<file path="config.mk">
export PLATFORM = sky130hd
export DESIGN_NAME = arcade_input_top
export DESIGN_NICKNAME = d
export VERILOG_FILES = /design/src/hw/arcade_input_pkg.sv /design/src/hw/host_io_pkg.sv /design/src/hw/arcade_input_mux.sv /design/src/hw/arcade_input_top.sv /design/src/hw/dip_switch_store.sv /design/src/hw/ps2_key_decoder.sv
export SDC_FILE = /design/constraint.sdc
export NUM_CORES = 1
export LEC_CHECK = 0
export BUFFER_PORTS_ARGS = -buffer_cell sky130_fd_sc_hd__buf_2
export CORE_AREA = 2 2 67 69
export DETAILED_ROUTE_END_ITERATION = 8
export DIE_AREA = 0 0 69 71
export PLACE_DENSITY = 0.79
export SETUP_SLACK_MARGIN = 0.4
export SYNTH_ARGS = -nofsm -noshare
export SYNTH_HDL_FRONTEND = slang
export SYNTH_SLANG_ARGS = --single-unit
</file>
<file path="constraint.sdc">
create_clock -name CLK_32M -period 2.5 [get_ports CLK_32M]
set_input_delay 0.75 -clock CLK_32M [delete_from_list [all_inputs] [get_ports CLK_32M]]
set_output_delay 0.75 -clock CLK_32M [all_outputs]
set_load 0.01 [all_outputs]
</file>
<file path="src/hw/arcade_input_pkg.sv">
// Arcade player control definitions
`default_nettype none

package arcade_input_pkg;

    ////////////////////////////////
    // PS/2 set 2 scan codes
    ////////////////////////////////
    // Cursor keys arrive as extended codes, only the low byte is compared
    typedef enum logic [7:0] {
        KEY_1     = 8'h16,
        KEY_2     = 8'h1E,
        KEY_5     = 8'h2E,
        KEY_6     = 8'h36,
        KEY_P     = 8'h4D,
        KEY_UP    = 8'h75,
        KEY_DOWN  = 8'h72,
        KEY_LEFT  = 8'h6B,
        KEY_RIGHT = 8'h74,
        KEY_CTRL  = 8'h14,
        KEY_ALT   = 8'h11,
        KEY_SPACE = 8'h29,
        KEY_SHIFT = 8'h12
    } ps2_code_e;

    ////////////////////////////////
    // Held keyboard buttons
    ////////////////////////////////
    localparam int KBD_BUTTONS = 13;

    localparam int BTN_UP     = 0;
    localparam int BTN_DOWN   = 1;
    localparam int BTN_LEFT   = 2;
    localparam int BTN_RIGHT  = 3;
    localparam int BTN_A      = 4;
    localparam int BTN_B      = 5;
    localparam int BTN_X      = 6;
    localparam int BTN_Y      = 7;
    localparam int BTN_COIN1  = 8;
    localparam int BTN_COIN2  = 9;
    localparam int BTN_START1 = 10;
    localparam int BTN_START2 = 11;
    localparam int BTN_PAUSE  = 12;

    ////////////////////////////////
    // Host joystick word, 1 = pressed
    ////////////////////////////////
    localparam int JOY_W      = 16;

    localparam int JOY_RIGHT  = 0;
    localparam int JOY_LEFT   = 1;
    localparam int JOY_DOWN   = 2;
    localparam int JOY_UP     = 3;
    localparam int JOY_A      = 4;
    localparam int JOY_B      = 5;
    localparam int JOY_X      = 6;
    localparam int JOY_Y      = 7;
    localparam int JOY_START1 = 8;
    localparam int JOY_COIN1  = 9;
    localparam int JOY_START2 = 10;
    localparam int JOY_PAUSE  = 11;

endpackage

`default_nettype wire

</file>
<file path="src/hw/host_io_pkg.sv">
// Host link definitions
`default_nettype none

package host_io_pkg;

    ////////////////////////////////
    // PS/2 event word
    ////////////////////////////////
    // Bit 10 toggles on every event, bit 9 is set on make
    localparam int PS2_W       = 11;
    localparam int PS2_TOGGLE  = 10;
    localparam int PS2_PRESSED = 9;
    // Scan code in the low byte
    localparam int PS2_CODE_W  = 8;

    ////////////////////////////////
    // Download port
    ////////////////////////////////
    localparam int IOCTL_ADDR_W  = 25;
    localparam int IOCTL_DATA_W  = 8;
    localparam int IOCTL_INDEX_W = 8;

    // Index used by the host for the DIP switch block
    localparam logic [IOCTL_INDEX_W-1:0] DIP_INDEX = 8'd254;

    // Only the first two DIP bytes are read by the board
    localparam int DIP_BYTES = 2;

endpackage

`default_nettype wire

</file>
<file path="src/hw/arcade_input_mux.sv">
// Arcade control port combiner
`default_nettype none
`timescale 1ns/1ps

module arcade_input_mux (
    input  logic [arcade_input_pkg::KBD_BUTTONS-1:0] kbd_buttons,
    input  logic [arcade_input_pkg::JOY_W-1:0]       joystick_0,
    input  logic [arcade_input_pkg::JOY_W-1:0]       joystick_1,
    input  logic [15:0]                              dip_bytes,
    output logic [1:0]                               coin,
    output logic [1:0]                               start_buttons,
    output logic [3:0]                               p1_joystick,
    output logic [3:0]                               p2_joystick,
    output logic [3:0]                               p1_buttons,
    output logic [3:0]                               p2_buttons,
    output logic [15:0]                              dip_sw,
    output logic                                     pause_button
);

    import arcade_input_pkg::*;

    // Directions then buttons, both MSB first, active high
    function automatic logic [7:0] merge_player(
        input logic [KBD_BUTTONS-1:0] keys,
        input logic [JOY_W-1:0]       joy
    );
        merge_player = {
            keys[BTN_UP]    | joy[JOY_UP],
            keys[BTN_DOWN]  | joy[JOY_DOWN],
            keys[BTN_LEFT]  | joy[JOY_LEFT],
            keys[BTN_RIGHT] | joy[JOY_RIGHT],
            keys[BTN_A]     | joy[JOY_A],
            keys[BTN_B]     | joy[JOY_B],
            keys[BTN_X]     | joy[JOY_X],
            keys[BTN_Y]     | joy[JOY_Y]
        };
    endfunction

    logic [JOY_W-1:0] joy_any;
    logic [7:0]       p1_ctrl;
    logic [7:0]       p2_ctrl;

    // Shared controls listen to either pad
    assign joy_any = joystick_0 | joystick_1;

    ////////////////////////////////
    // Per-player controls
    ////////////////////////////////
    assign p1_ctrl = merge_player(kbd_buttons, joystick_0);
    assign p2_ctrl = merge_player(kbd_buttons, joystick_1);

    assign p1_joystick = ~p1_ctrl[7:4];
    assign p1_buttons  = ~p1_ctrl[3:0];
    assign p2_joystick = ~p2_ctrl[7:4];
    assign p2_buttons  = ~p2_ctrl[3:0];

    ////////////////////////////////
    // Shared controls
    ////////////////////////////////
    assign start_buttons = ~{kbd_buttons[BTN_START2] | joy_any[JOY_START2],
                             kbd_buttons[BTN_START1] | joy_any[JOY_START1]};

    // Coin 2 has no pad bit
    assign coin = ~{kbd_buttons[BTN_COIN2],
                    kbd_buttons[BTN_COIN1] | joy_any[JOY_COIN1]};

    assign pause_button = kbd_buttons[BTN_PAUSE] | joy_any[JOY_PAUSE];

    // Board reads switches active low
    assign dip_sw = ~dip_bytes;

endmodule

`default_nettype wire

</file>
<file path="src/hw/arcade_input_top.sv">
// Arcade input front end
`default_nettype none
`timescale 1ns/1ps

module arcade_input_top (
    input  logic                                  CLK_32M,
    input  logic                                  reset,
    input  logic [host_io_pkg::PS2_W-1:0]         ps2_key,
    input  logic [arcade_input_pkg::JOY_W-1:0]    joystick_0,
    input  logic [arcade_input_pkg::JOY_W-1:0]    joystick_1,
    input  logic                                  ioctl_wr,
    input  logic [host_io_pkg::IOCTL_INDEX_W-1:0] ioctl_index,
    input  logic [host_io_pkg::IOCTL_ADDR_W-1:0]  ioctl_addr,
    input  logic [host_io_pkg::IOCTL_DATA_W-1:0]  ioctl_dout,
    output logic [1:0]                            coin,
    output logic [1:0]                            start_buttons,
    output logic [3:0]                            p1_joystick,
    output logic [3:0]                            p2_joystick,
    output logic [3:0]                            p1_buttons,
    output logic [3:0]                            p2_buttons,
    output logic [15:0]                           dip_sw,
    output logic                                  pause_button
);

    import arcade_input_pkg::*;
    import host_io_pkg::*;

    logic [KBD_BUTTONS-1:0] kbd_buttons;
    logic [8*DIP_BYTES-1:0] dip_bytes;

    ps2_key_decoder u_ps2_key_decoder (
        .CLK_32M     (CLK_32M),
        .reset       (reset),
        .ps2_key     (ps2_key),
        .kbd_buttons (kbd_buttons)
    );

    dip_switch_store u_dip_switch_store (
        .CLK_32M     (CLK_32M),
        .reset       (reset),
        .ioctl_wr    (ioctl_wr),
        .ioctl_index (ioctl_index),
        .ioctl_addr  (ioctl_addr),
        .ioctl_dout  (ioctl_dout),
        .dip_bytes   (dip_bytes)
    );

    // Combinational path to the board ports
    arcade_input_mux u_arcade_input_mux (
        .kbd_buttons   (kbd_buttons),
        .joystick_0    (joystick_0),
        .joystick_1    (joystick_1),
        .dip_bytes     (dip_bytes),
        .coin          (coin),
        .start_buttons (start_buttons),
        .p1_joystick   (p1_joystick),
        .p2_joystick   (p2_joystick),
        .p1_buttons    (p1_buttons),
        .p2_buttons    (p2_buttons),
        .dip_sw        (dip_sw),
        .pause_button  (pause_button)
    );

endmodule

`default_nettype wire

</file>
<file path="src/hw/dip_switch_store.sv">
// DIP switch byte store
`default_nettype none
`timescale 1ns/1ps

module dip_switch_store (
    input  logic                                  CLK_32M,
    input  logic                                  reset,
    input  logic                                  ioctl_wr,
    input  logic [host_io_pkg::IOCTL_INDEX_W-1:0] ioctl_index,
    input  logic [host_io_pkg::IOCTL_ADDR_W-1:0]  ioctl_addr,
    input  logic [host_io_pkg::IOCTL_DATA_W-1:0]  ioctl_dout,
    output logic [8*host_io_pkg::DIP_BYTES-1:0]   dip_bytes
);

    import host_io_pkg::*;

    logic dip_write;

    // Strobe to the DIP index, inside the kept byte range
    assign dip_write = ioctl_wr
                    && (ioctl_index == DIP_INDEX)
                    && (ioctl_addr < IOCTL_ADDR_W'(DIP_BYTES));

    ////////////////////////////////
    // Byte capture
    ////////////////////////////////
    always_ff @(posedge CLK_32M) begin
        if (reset) begin
            dip_bytes <= '0;
        end else if (dip_write) begin
            // Address bit 0 picks the byte lane
            dip_bytes[IOCTL_DATA_W*ioctl_addr[0] +: IOCTL_DATA_W] <= ioctl_dout;
        end
    end

    ////////////////////////////////
    // Checks
    ////////////////////////////////
    a_dip_hold: assert property (
        @(posedge CLK_32M) disable iff (reset)
        !dip_write |=> $stable(dip_bytes)
    ) else $error("DIP bytes changed without a DIP write");

endmodule

`default_nettype wire

</file>
<file path="src/hw/ps2_key_decoder.sv">
// PS/2 key event decoder
`default_nettype none
`timescale 1ns/1ps

module ps2_key_decoder (
    input  logic                                   CLK_32M,
    input  logic                                   reset,
    input  logic [host_io_pkg::PS2_W-1:0]          ps2_key,
    output logic [arcade_input_pkg::KBD_BUTTONS-1:0] kbd_buttons
);

    import arcade_input_pkg::*;
    import host_io_pkg::*;

    logic      last_toggle;
    logic      new_event;
    logic      pressed;
    ps2_code_e key_code;

    // Host flips the toggle bit once per key event
    assign new_event = ps2_key[PS2_TOGGLE] != last_toggle;
    assign pressed   = ps2_key[PS2_PRESSED];
    assign key_code  = ps2_code_e'(ps2_key[PS2_CODE_W-1:0]);

    ////////////////////////////////
    // Held key state
    ////////////////////////////////
    always_ff @(posedge CLK_32M) begin
        if (reset) begin
            last_toggle <= 1'b0;
            kbd_buttons <= '0;
        end else if (new_event) begin
            last_toggle <= ps2_key[PS2_TOGGLE];
            case (key_code)
                KEY_1:     kbd_buttons[BTN_START1] <= pressed;
                KEY_2:     kbd_buttons[BTN_START2] <= pressed;
                KEY_5:     kbd_buttons[BTN_COIN1]  <= pressed;
                KEY_6:     kbd_buttons[BTN_COIN2]  <= pressed;
                KEY_P:     kbd_buttons[BTN_PAUSE]  <= pressed;
                KEY_UP:    kbd_buttons[BTN_UP]     <= pressed;
                KEY_DOWN:  kbd_buttons[BTN_DOWN]   <= pressed;
                KEY_LEFT:  kbd_buttons[BTN_LEFT]   <= pressed;
                KEY_RIGHT: kbd_buttons[BTN_RIGHT]  <= pressed;
                KEY_CTRL:  kbd_buttons[BTN_A]      <= pressed;
                KEY_ALT:   kbd_buttons[BTN_B]      <= pressed;
                KEY_SPACE: kbd_buttons[BTN_X]      <= pressed;
                KEY_SHIFT: kbd_buttons[BTN_Y]      <= pressed;
                // Other codes only consume the toggle
                default: ;
            endcase
        end
    end

    ////////////////////////////////
    // Checks
    ////////////////////////////////
    // All keys released once reset has been seen
    a_reset_release: assert property (
        @(posedge CLK_32M) reset |=> kbd_buttons == '0
    ) else $error("keys still held after reset");

    // Buttons only move on a fresh toggle
    a_no_event_stable: assert property (
        @(posedge CLK_32M) disable iff (reset)
        !new_event |=> $stable(kbd_buttons)
    ) else $error("key state changed without a PS/2 event");

endmodule

`default_nettype wire

</file>
==> results of run 1 <==
-- cell type report --
cell class | instances | area, µm² | share of cell area [%]
inverters | 18 | 67.6 | 2.83
multi-input cells | 133 | 966 | 40.5
flip-flops and latches | 30 | 601 | 25.2
well taps | 52 | 65.1 | 2.73
clock inverters | 1 | 5.00 | 0.210
clock buffers | 7 | 86.3 | 3.62
repair buffers | 117 | 593 | 24.9
-- power by group --
part	total [mW]	switching [mW]	internal, mW
clock	0.397	0.175	0.222
sequential	0.480	0.000514	0.479
combinational	0.149	0.0684	0.0810
total	1.03	0.244	0.782
-- critical path, cell delays in order --
cell,delay [ns]
buf_2,0.09
or3_1,0.32
buf_2,0.14
-- per-layer routing --
metal / wire (µm) / GRT usage, %
met4: 42 / 4.58
met3: 353 / 5.98
met5: 0 / 0
met2: 1710 / 26.5
met1: 1630 / 17.4
-- cells in the mapped netlist (all sizes together) --
master	n
nor4b	2
nor3b	2
nand4b	1
dfxtp	30
a21bo	1
nor3	4
nor2	18
or3	2
buf	1
nand2b	38
or4	2
inv	18
nand2	4
a21oi	1
nor2b	6
nand4	5
clkbuf	5
nor4bb	1
nand3	7
and4b	1
and3	2
and3b	1
mux2i	28
nor4	6
xnor2	1
-- flip-flops by register name (all words and copies together), names as in the netlist --
name and cells:
u_dip_switch_store.dip_bytes 16, u_ps2_key_decoder.kbd_buttons 13, u_ps2_key_decoder.last_toggle 1
-- how the worst max path moves through the flow --
stage                        start                              end  slack, ns  depth (start not counted)
detailed placement  ioctl_addr[10]  u_dip_switch_store.dip_bytes[5]       0.22                          5
CTS                 joystick_1[11]                     pause_button       0.44                          3
global route        joystick_1[11]                     pause_button       0.40                          3
floorplan           ioctl_addr[22]  u_dip_switch_store.dip_bytes[0]       0.41                          5
finish              joystick_1[11]                     pause_button       0.44                          3
global placement    ioctl_addr[10]  u_dip_switch_store.dip_bytes[5]       0.24                          5
-- stage by stage --
stage / instance area, µm² / hold WS, ns / utilization, % / setup slack, ns
floorplan: 1660 / 0.449 / - / 0.409
global placement: 2290 / 0.461 / 54.5 / 0.240
detailed placement: 2290 / 0.462 / 54.5 / 0.218
CTS: 2380 / 0.478 / 56.7 / 0.436
global route: 2380 / 0.497 / 56.7 / 0.404
finish: 2380 / 0.475 / 56.7 / 0.442
-- cell families (layout without fill, tap and decap cells) --
group	after synthesis	count (layout)	share of synthesized area, %
AOI/OAI and AO/OA	2	2	0.916
muxes	28	28	17.1
and+or+nand+nor	102	102	38.8
DFF	30	30	36.7
buffers and inverters	24	143	5.96
xor gates and xnor gates	1	1	0.535
==> results.yml, run 1 <==
min_path:
  min_path_type: "flip-flop to flip-flop"
  whs_path_depth: 2
  min_to: "u_dip_switch_store.dip_bytes[10]"
  worstHoldStart: "u_dip_switch_store.dip_bytes[10]"
timing:
  rsz0062_at_grt: "false"
  min_period_ns: 2.06
  hold_viol: 0
  tns_ns: 0
  setup_viol: 0
  worstMarginPinSlew_ns: 0.487
  slew_headroom_pct: 67.1
  skew_ns: 0.00123
  drv_slew: 0
  timing.fmax_mhz: 486
  period_share_pct: 82.3
floorplanning:
  io_pins: 124
  dieArea_mm2: 0.00490
  rows: 24
  fp.dieW_um: 69
  initial_core_util_pct: 39.0
  die_h_um: 71
  coreArea_mm2: 0.00420
worst_setup_path:
  cp_data_required_time_ns: 1.75
  worst-setup-path-type: "input port to output port"
  worst-endpoint-arrival_ns: 1.31
  worst-path-max-fanout: 1
  crit_path_end_kind: "output port"
  r2r_cells: 5
  r2r-end: "u_ps2_key_decoder.kbd_buttons[11]"
  r2r_setup_slack_ns: 0.99
  startpoint_type: "input port"
  timing.rr.start: "u_ps2_key_decoder.last_toggle"
route:
  drt_iter0_markers: 41
  vias: 1659
  dr.pass1.iters: 4
  wirelength_mm: 3.74
  ant_nets: 0
  route.detailed.drc: 0
  viasPerCell: 4.63
  wire_per_inst_um: 10.4
synthesis:
  ys_seq_elements: 30
  yosys_warnings: 0
  synth_cell_types: 28
  syn-mean-instance-area_um2: 8.76
  yosysTopAreaCell: "dfxtp_1"
  syn_nets: 274
  synth_area_leaders: "dfxtp_1, mux2i_1, nand2b_1, inv_1, nor2_1"
  synth_top_area_share_pct: 36.7
  synthesis.area_mm2: 0.00164
  synthCells: 187
  seq_area_frac_synth_pct: 36.7
cts:
  clk_latency_ns: 0.28
  clockBufferDepth: 2
  cts_hold_buffers: 0
  cts_buffers: 5
  htreeDepth: 2
  clock-sinks: 30
  cts_tree: "yes"
  cts_resized: 0
  clkSlewWorstSetupHoldPaths_ns: 0.06
  post_cts_buffers: 0
  cts_root_buffer: "clkbuf_8"
final_layout:
  final_common_cell: "buf_2"
  finalNetCount: 392
  drive_gt1_share_pct: 42.8
  fin_cells: 358
  fill_cells: 399
  syn_to_final_growth_pct: 45.5
  final_cell_mix: "buf_2, nand2b_1, dfxtp_1"
  diodes: 0
global_route:
  grt_pass1_wl_mm: 6.23
  overflow: 0
  grt_max_degree: 23
  grt_usage_pct: 15.3
  antenna_found_initial: 0
  first_global_vias: 1521
place:
  gp_congestion: 0.770
  portBuffers: 114
  dp_hpwl_mm: 3.00
  dp_cells: 350
power:
  finalPower_mw: 1.03
  leakage_nw: 1.17
  ir_worst_vdd_uv: 244
  power_density_mw_per_mm2: 430
job:
  maxCapViolCount: 0
status:
  status: "finished clean"
Power figures use the tool's default switching activity.
==> inputs of run 2 (changes only) <==
--- a/config.mk
+++ b/config.mk
@@ -6,10 +6,10 @@
 export NUM_CORES = 1
 export LEC_CHECK = 0
 export BUFFER_PORTS_ARGS = -buffer_cell sky130_fd_sc_hd__buf_2
-export CORE_AREA = 2 2 67 69
+export CORE_AREA = 2 2 71 73
 export DETAILED_ROUTE_END_ITERATION = 8
-export DIE_AREA = 0 0 69 71
-export PLACE_DENSITY = 0.79
+export DIE_AREA = 0 0 73 75
+export PLACE_DENSITY = 0.74
 export SETUP_SLACK_MARGIN = 0.4
 export SYNTH_ARGS = -nofsm -noshare
 export SYNTH_HDL_FRONTEND = slang
==> constraint.sdc (replaced) <==
create_clock -name CLK_32M -period 1.8 [get_ports CLK_32M]
set_input_delay 0.54 -clock CLK_32M [delete_from_list [all_inputs] [get_ports CLK_32M]]
set_output_delay 0.54 -clock CLK_32M [all_outputs]
set_load 0.01 [all_outputs]
==> run 2 against run 1 <==
  * Sequential share of layout area down 2.4 points
  * Sequential cell count is the same
  * Total power increased by 46%
  * Critical path type is now input port to flip-flop
==> results.yml, run 2 (synthesis gave the netlist of run 1 again) <==
status:
  status: "finished clean"
global_route:
  overflow: 0
  grt_max_degree: 21
  grt_pass1_wl_mm: 6.44
  grt_usage_pct: 15.1
  first_global_vias: 1607
  antenna_found_initial: 0
cts:
  cts_hold_buffers: 0
  htreeDepth: 2
  cts_buffers: 5
  clockBufferDepth: 2
  cts_tree: "yes"
  post_cts_buffers: 0
  clkSlewWorstSetupHoldPaths_ns: 0.06
  clock-sinks: 30
  clk_latency_ns: 0.28
  cts_root_buffer: "clkbuf_8"
timing:
  timing.fmax_mhz: 582
  period_share_pct: 95.5
  holdWs_ns: 0.478
  setup_viol: 0
  drv_slew: 0
  tns_ns: 0
  min_period_ns: 1.72
  worstMarginPinSlew_ns: 0.434
  slew_headroom_pct: 71.1
  fin_ws_ns: 0.0815
  rsz0062_at_grt: "true"
  skew_ns: 0.00126
  hold_viol: 0
job:
  maxCapViolCount: 0
worst_setup_path:
  worst-endpoint-arrival_ns: 1.88
  cp_slowest_cell: "or4_4"
  cp_data_required_time_ns: 1.96
  slowest_delay_ns: 0.64
  crit_buf_inv: 1
  worst-setup-path-type: "input port to flip-flop"
  r2r_setup_slack_ns: 0.44
  crit_path_end_kind: "flip-flop"
  crit_chain: "buf_6 > nor4_4 > nand4b_2 > or4_4 > mux2i_1"
  worst-path-max-fanout: 8
  crit_family: "simple AND/OR/NAND/NOR gates"
  startpoint_type: "input port"
power:
  combPwrFrac_pct: 18.5
  clkPwrFrac_pct: 37.1
  power_density_mw_per_mm2: 553
  leakage_nw: 1.27
  swShare_pct: 24.3
  p_int_mw: 1.14
  power.switching_uw: 365
  ir_worst_vdd_uv: 358
  finalPower_mw: 1.50
  p_seq_share_pct: 44.4
route:
  drt_iter0_markers: 56
  vias: 1749
  wirelength_mm: 4.30
  wire_per_inst_um: 11.8
  viasPerCell: 4.79
  route.detailed.drc: 0
  ant_nets: 0
  dr.pass1.iters: 4
final_layout:
  final_common_cell: "buf_2"
  final_cell_mix: "buf_2, nand2b_1, mux2i_1"
  finish.utilization_pct: 58.3
  top_register: "u_dip_switch_store.dip_bytes"
  drive_gt1_share_pct: 53.1
  fill_cells: 409
  syn_to_final_growth_pct: 65.8
  diodes: 0
  largestRegisters: "u_dip_switch_store.dip_bytes x16, u_ps2_key_decoder.kbd_buttons x13, u_ps2_key_decoder.last_toggle x1"
  finalNetCount: 397
  largest_register_ffs: 16
floorplanning:
  dieArea_mm2: 0.00548
  initial_core_util_pct: 35.1
  io_pins: 124
  fp.dieW_um: 73
  coreArea_mm2: 0.00466
  rows: 25
  die_h_um: 75
place:
  gp_congestion: 0.832
  dpl_worst_slack_ns: -0.219
  portBuffers: 114
  dp_hpwl_mm: 3.24
min_path:
  min_path_type: "flip-flop to flip-flop"
run 2: changes by cell type in the layout (fill, tap and decap cells not counted), moves of 3 or more:
cell / previous run / this run
buf_2: 114 / 90
buf_4: 3 / 7
buf_6: 0 / 25
dfxtp_1: 30 / 18
dfxtp_2: 0 / 11
nor2_1: 18 / 11
nor2_2: 0 / 5
nor3_1: 4 / 1
run 2: final cells by class:
type	instances	area, µm²	share of cell area [%]
Sequential cell	30	618	22.8
Tap cell	54	67.6	2.49
Timing Repair Buffer	122	785	28.9
Inverter	18	67.6	2.49
Clock inverter	1	5.00	0.184
Clock buffer	7	86.3	3.18
Multi-Input combinational cell	133	1090	40.0
run 2: timing repair:
item	in CTS	in global routing
endpoints found under the setup margin	20	41
gates resized for setup	17	38
hold endpoints to repair	0	0
pin swaps	3	20
run 2: power by group through the flow:
stage | clock (mW) | combinational [mW] | sequential, mW
2_1_floorplan | 0 | 0.0924 | 0.682
3_3_place_gp | 0 | 0.227 | 0.682
3_5_place_dp | 0 | 0.229 | 0.682
4_1_cts | 0.580 | 0.244 | 0.667
5_1_grt | 0.608 | 0.299 | 0.665
6_report | 0.557 | 0.278 | 0.666
run 2: per-stage QoR:
stage                     area, µm²  cells
final                          2720    365
after global routing           2720    365
after CTS                      2550    365
after detailed placement       2380    357
after global placement         2380    357
after floorplan                1710    187
run 2: worst reg2reg max path: cells and delay by family (launching register included):
family | cells | cell delay [ns]
AND/OR/NAND/NOR | 2 | 0.53
XOR/XNOR | 1 | 0.14
flip-flops | 1 | 0.41
multiplexers | 1 | 0.15
run 2: layer usage:
layer	share of wire [%]	global-route usage, %	vias to the layer above
li1	-	-	871
met5	0	0	-
met4	1.1	4.73	0
met2	50	28.2	84
met3	8.9	4.82	9
met1	40	16.0	785
run 2: worst paths after layout:
kind | cells past startpoint | end | start
setup / recovery | 5 | u_dip_switch_store.dip_bytes[7] | ioctl_addr[10]
hold reg to reg | 2 | u_dip_switch_store.dip_bytes[12] | u_dip_switch_store.dip_bytes[12]
setup reg to reg | 4 | u_ps2_key_decoder.kbd_buttons[2] | u_ps2_key_decoder.last_toggle
hold / removal | 2 | u_dip_switch_store.dip_bytes[12] | u_dip_switch_store.dip_bytes[12]
==> inputs of run 3 (changes only) <==
--- a/config.mk
+++ b/config.mk
@@ -9,6 +9,7 @@
 export CORE_AREA = 2 2 71 73
 export DETAILED_ROUTE_END_ITERATION = 8
 export DIE_AREA = 0 0 73 75
+export GPL_TIMING_DRIVEN = 0
 export PLACE_DENSITY = 0.74
 export SETUP_SLACK_MARGIN = 0.4
 export SYNTH_ARGS = -nofsm -noshare
==> run 3 against run 2 <==
  * Hold slack worse by 0.0023 ns
  * Sequential cell count stayed put
  * Design area is 1.7% higher
  * Critical path depth is 1 higher
  * Sequential share of layout area is 0.29 points lower
  * Register-to-register slack better by 0.07 ns
  * Largest power group unchanged
==> results.yml, run 3 (synthesis gave the netlist of run 1 again) <==
status:
  status: "finished clean"
timing:
  slew_headroom_pct: 71.5
  tns_ns: 0
  timing.fmax_mhz: 562
  hold_viol: 0
  rsz0062_at_grt: "true"
  setup_viol: 0
  holdWs_ns: 0.476
  min_period_ns: 1.78
  worstMarginPinSlew_ns: 0.427
  skew_ns: 0.00102
  period_share_pct: 98.8
  drv_slew: 0
cts:
  clkSlewWorstSetupHoldPaths_ns: 0.06
  clock-sinks: 30
  clockBufferDepth: 2
  htreeDepth: 2
  cts_buffers: 5
  clk_latency_ns: 0.28
  cts_tree: "yes"
  cts_root_buffer: "clkbuf_8"
  cts_hold_buffers: 0
global_route:
  grt_pass1_wl_mm: 6.97
  grt_usage_pct: 16.6
  overflow: 0
  first_global_vias: 1630
  grt_max_degree: 11
  antenna_found_initial: 0
min_path:
  min_path_type: "flip-flop to flip-flop"
job:
  maxCapViolCount: 0
route:
  wirelength_mm: 4.52
  drt_iter0_markers: 56
  route.detailed.drc: 0
  wire_per_inst_um: 12.3
  viasPerCell: 4.71
  ant_nets: 0
  vias: 1730
  dr.pass1.iters: 4
floorplanning:
  initial_core_util_pct: 35.1
  fp.dieW_um: 73
  coreArea_mm2: 0.00466
  die_h_um: 75
  dieArea_mm2: 0.00548
  io_pins: 124
  rows: 25
worst_setup_path:
  crit_buf_inv: 2
  slowest_delay_ns: 0.55
  cp_data_required_time_ns: 1.97
  crit_family: "simple AND/OR/NAND/NOR gates"
  worst-endpoint-arrival_ns: 1.94
  worst-setup-path-type: "input port to flip-flop"
  startpoint_type: "input port"
  crit_chain: "buf_6 > nor4_4 > nand4b_4 > or4_4 > buf_8 > mux2i_2"
  crit_path_end_kind: "flip-flop"
  cp_slowest_cell: "or4_4"
  worst-path-max-fanout: 8
power:
  ir_worst_vdd_uv: 322
  leakage_nw: 1.29
  power_density_mw_per_mm2: 542
final_layout:
  diodes: 0
  largestRegisters: "u_dip_switch_store.dip_bytes x16, u_ps2_key_decoder.kbd_buttons x13, u_ps2_key_decoder.last_toggle x1"
  top_register: "u_dip_switch_store.dip_bytes"
  finalNetCount: 399
  syn_to_final_growth_pct: 68.6
  final_common_cell: "buf_2"
  fill_cells: 418
  largest_register_ffs: 16
  drive_gt1_share_pct: 54.0
  final_area_mm2: 0.00276
  finish.utilization_pct: 59.2
  final_cell_mix: "buf_2, nand2b_1, buf_6"
place:
  place_area_mm2: 0.00235
  portBuffers: 113
  dp_hpwl_mm: 3.42
  gp_congestion: 0.837
run 3: cell types whose count changed in the layout (fill, tap and decap cells not counted), moves of 2 or more:
cell and change:
buf_4 -4, clkbuf_2 +2, buf_2 -3, buf_6 +3, nor2_1 -2, nor2_2 +2, clkbuf_1 +3
run 3: repair_timing:
action,in CTS,in global routing
resized for setup,26,42
endpoints found under the setup margin,30,41
endpoints found under the hold margin,0,0
buffers inserted,3,2
pin swaps,8,20
run 3: path summary, 6_finish.rpt:
check                                                       from                                to  slack (ns)  cells past startpoint
worst min register to register  u_dip_switch_store.dip_bytes[12]  u_dip_switch_store.dip_bytes[12]        0.48                      2
worst max-delay path                              ioctl_addr[12]   u_dip_switch_store.dip_bytes[0]        0.02                      6
worst min-delay path            u_dip_switch_store.dip_bytes[12]  u_dip_switch_store.dip_bytes[12]        0.48                      2
worst max register to register     u_ps2_key_decoder.last_toggle  u_ps2_key_decoder.kbd_buttons[1]        0.51                      4
run 3: report_power, final:
part	total (mW)	leakage [nW]	switching [mW]	internal, mW
clock network	0.550	0.0482	0.243	0.308
logic	0.281	0.995	0.117	0.164
registers	0.664	0.249	0.00196	0.662
total	1.50	1.29	0.362	1.13
run 3: layout make-up:
type	count	area, µm²	area share (%)
inverters	18	67.6	2.45
repair buffers	118	773	28.0
plain buffers	6	36.3	1.31
multi-input cells	133	1100	40.0
flip-flops and latches	30	621	22.5
well taps	54	67.6	2.45
clock inverters	1	5.00	0.181
clock buffers	7	86.3	3.13
run 3: routing by layer:
metal / track usage, % / part of all wire [%]
met1: 18.6 / 41
met3: 4.82 / 8.1
met5: 0 / 0
met4: 6.17 / 1.3
met2: 29.7 / 49
run 3: worst min-delay path: cells and delay by family, from the launching register on:
family,cells,cell delay (ns)
flops,1,0.31
simple gates,1,0.06
mux,1,0.06
run 3: per-stage QoR:
stage / power (mW) / instances / setup WS, ns
after floorplan: 0.774 / 187 / -0.0809
after global placement: 0.905 / 354 / -0.262
after detailed placement: 0.910 / 354 / -0.296
after CTS: 1.49 / 365 / 0.0375
after global routing: 1.57 / 367 / -0.0170
final: 1.50 / 367 / 0.0219
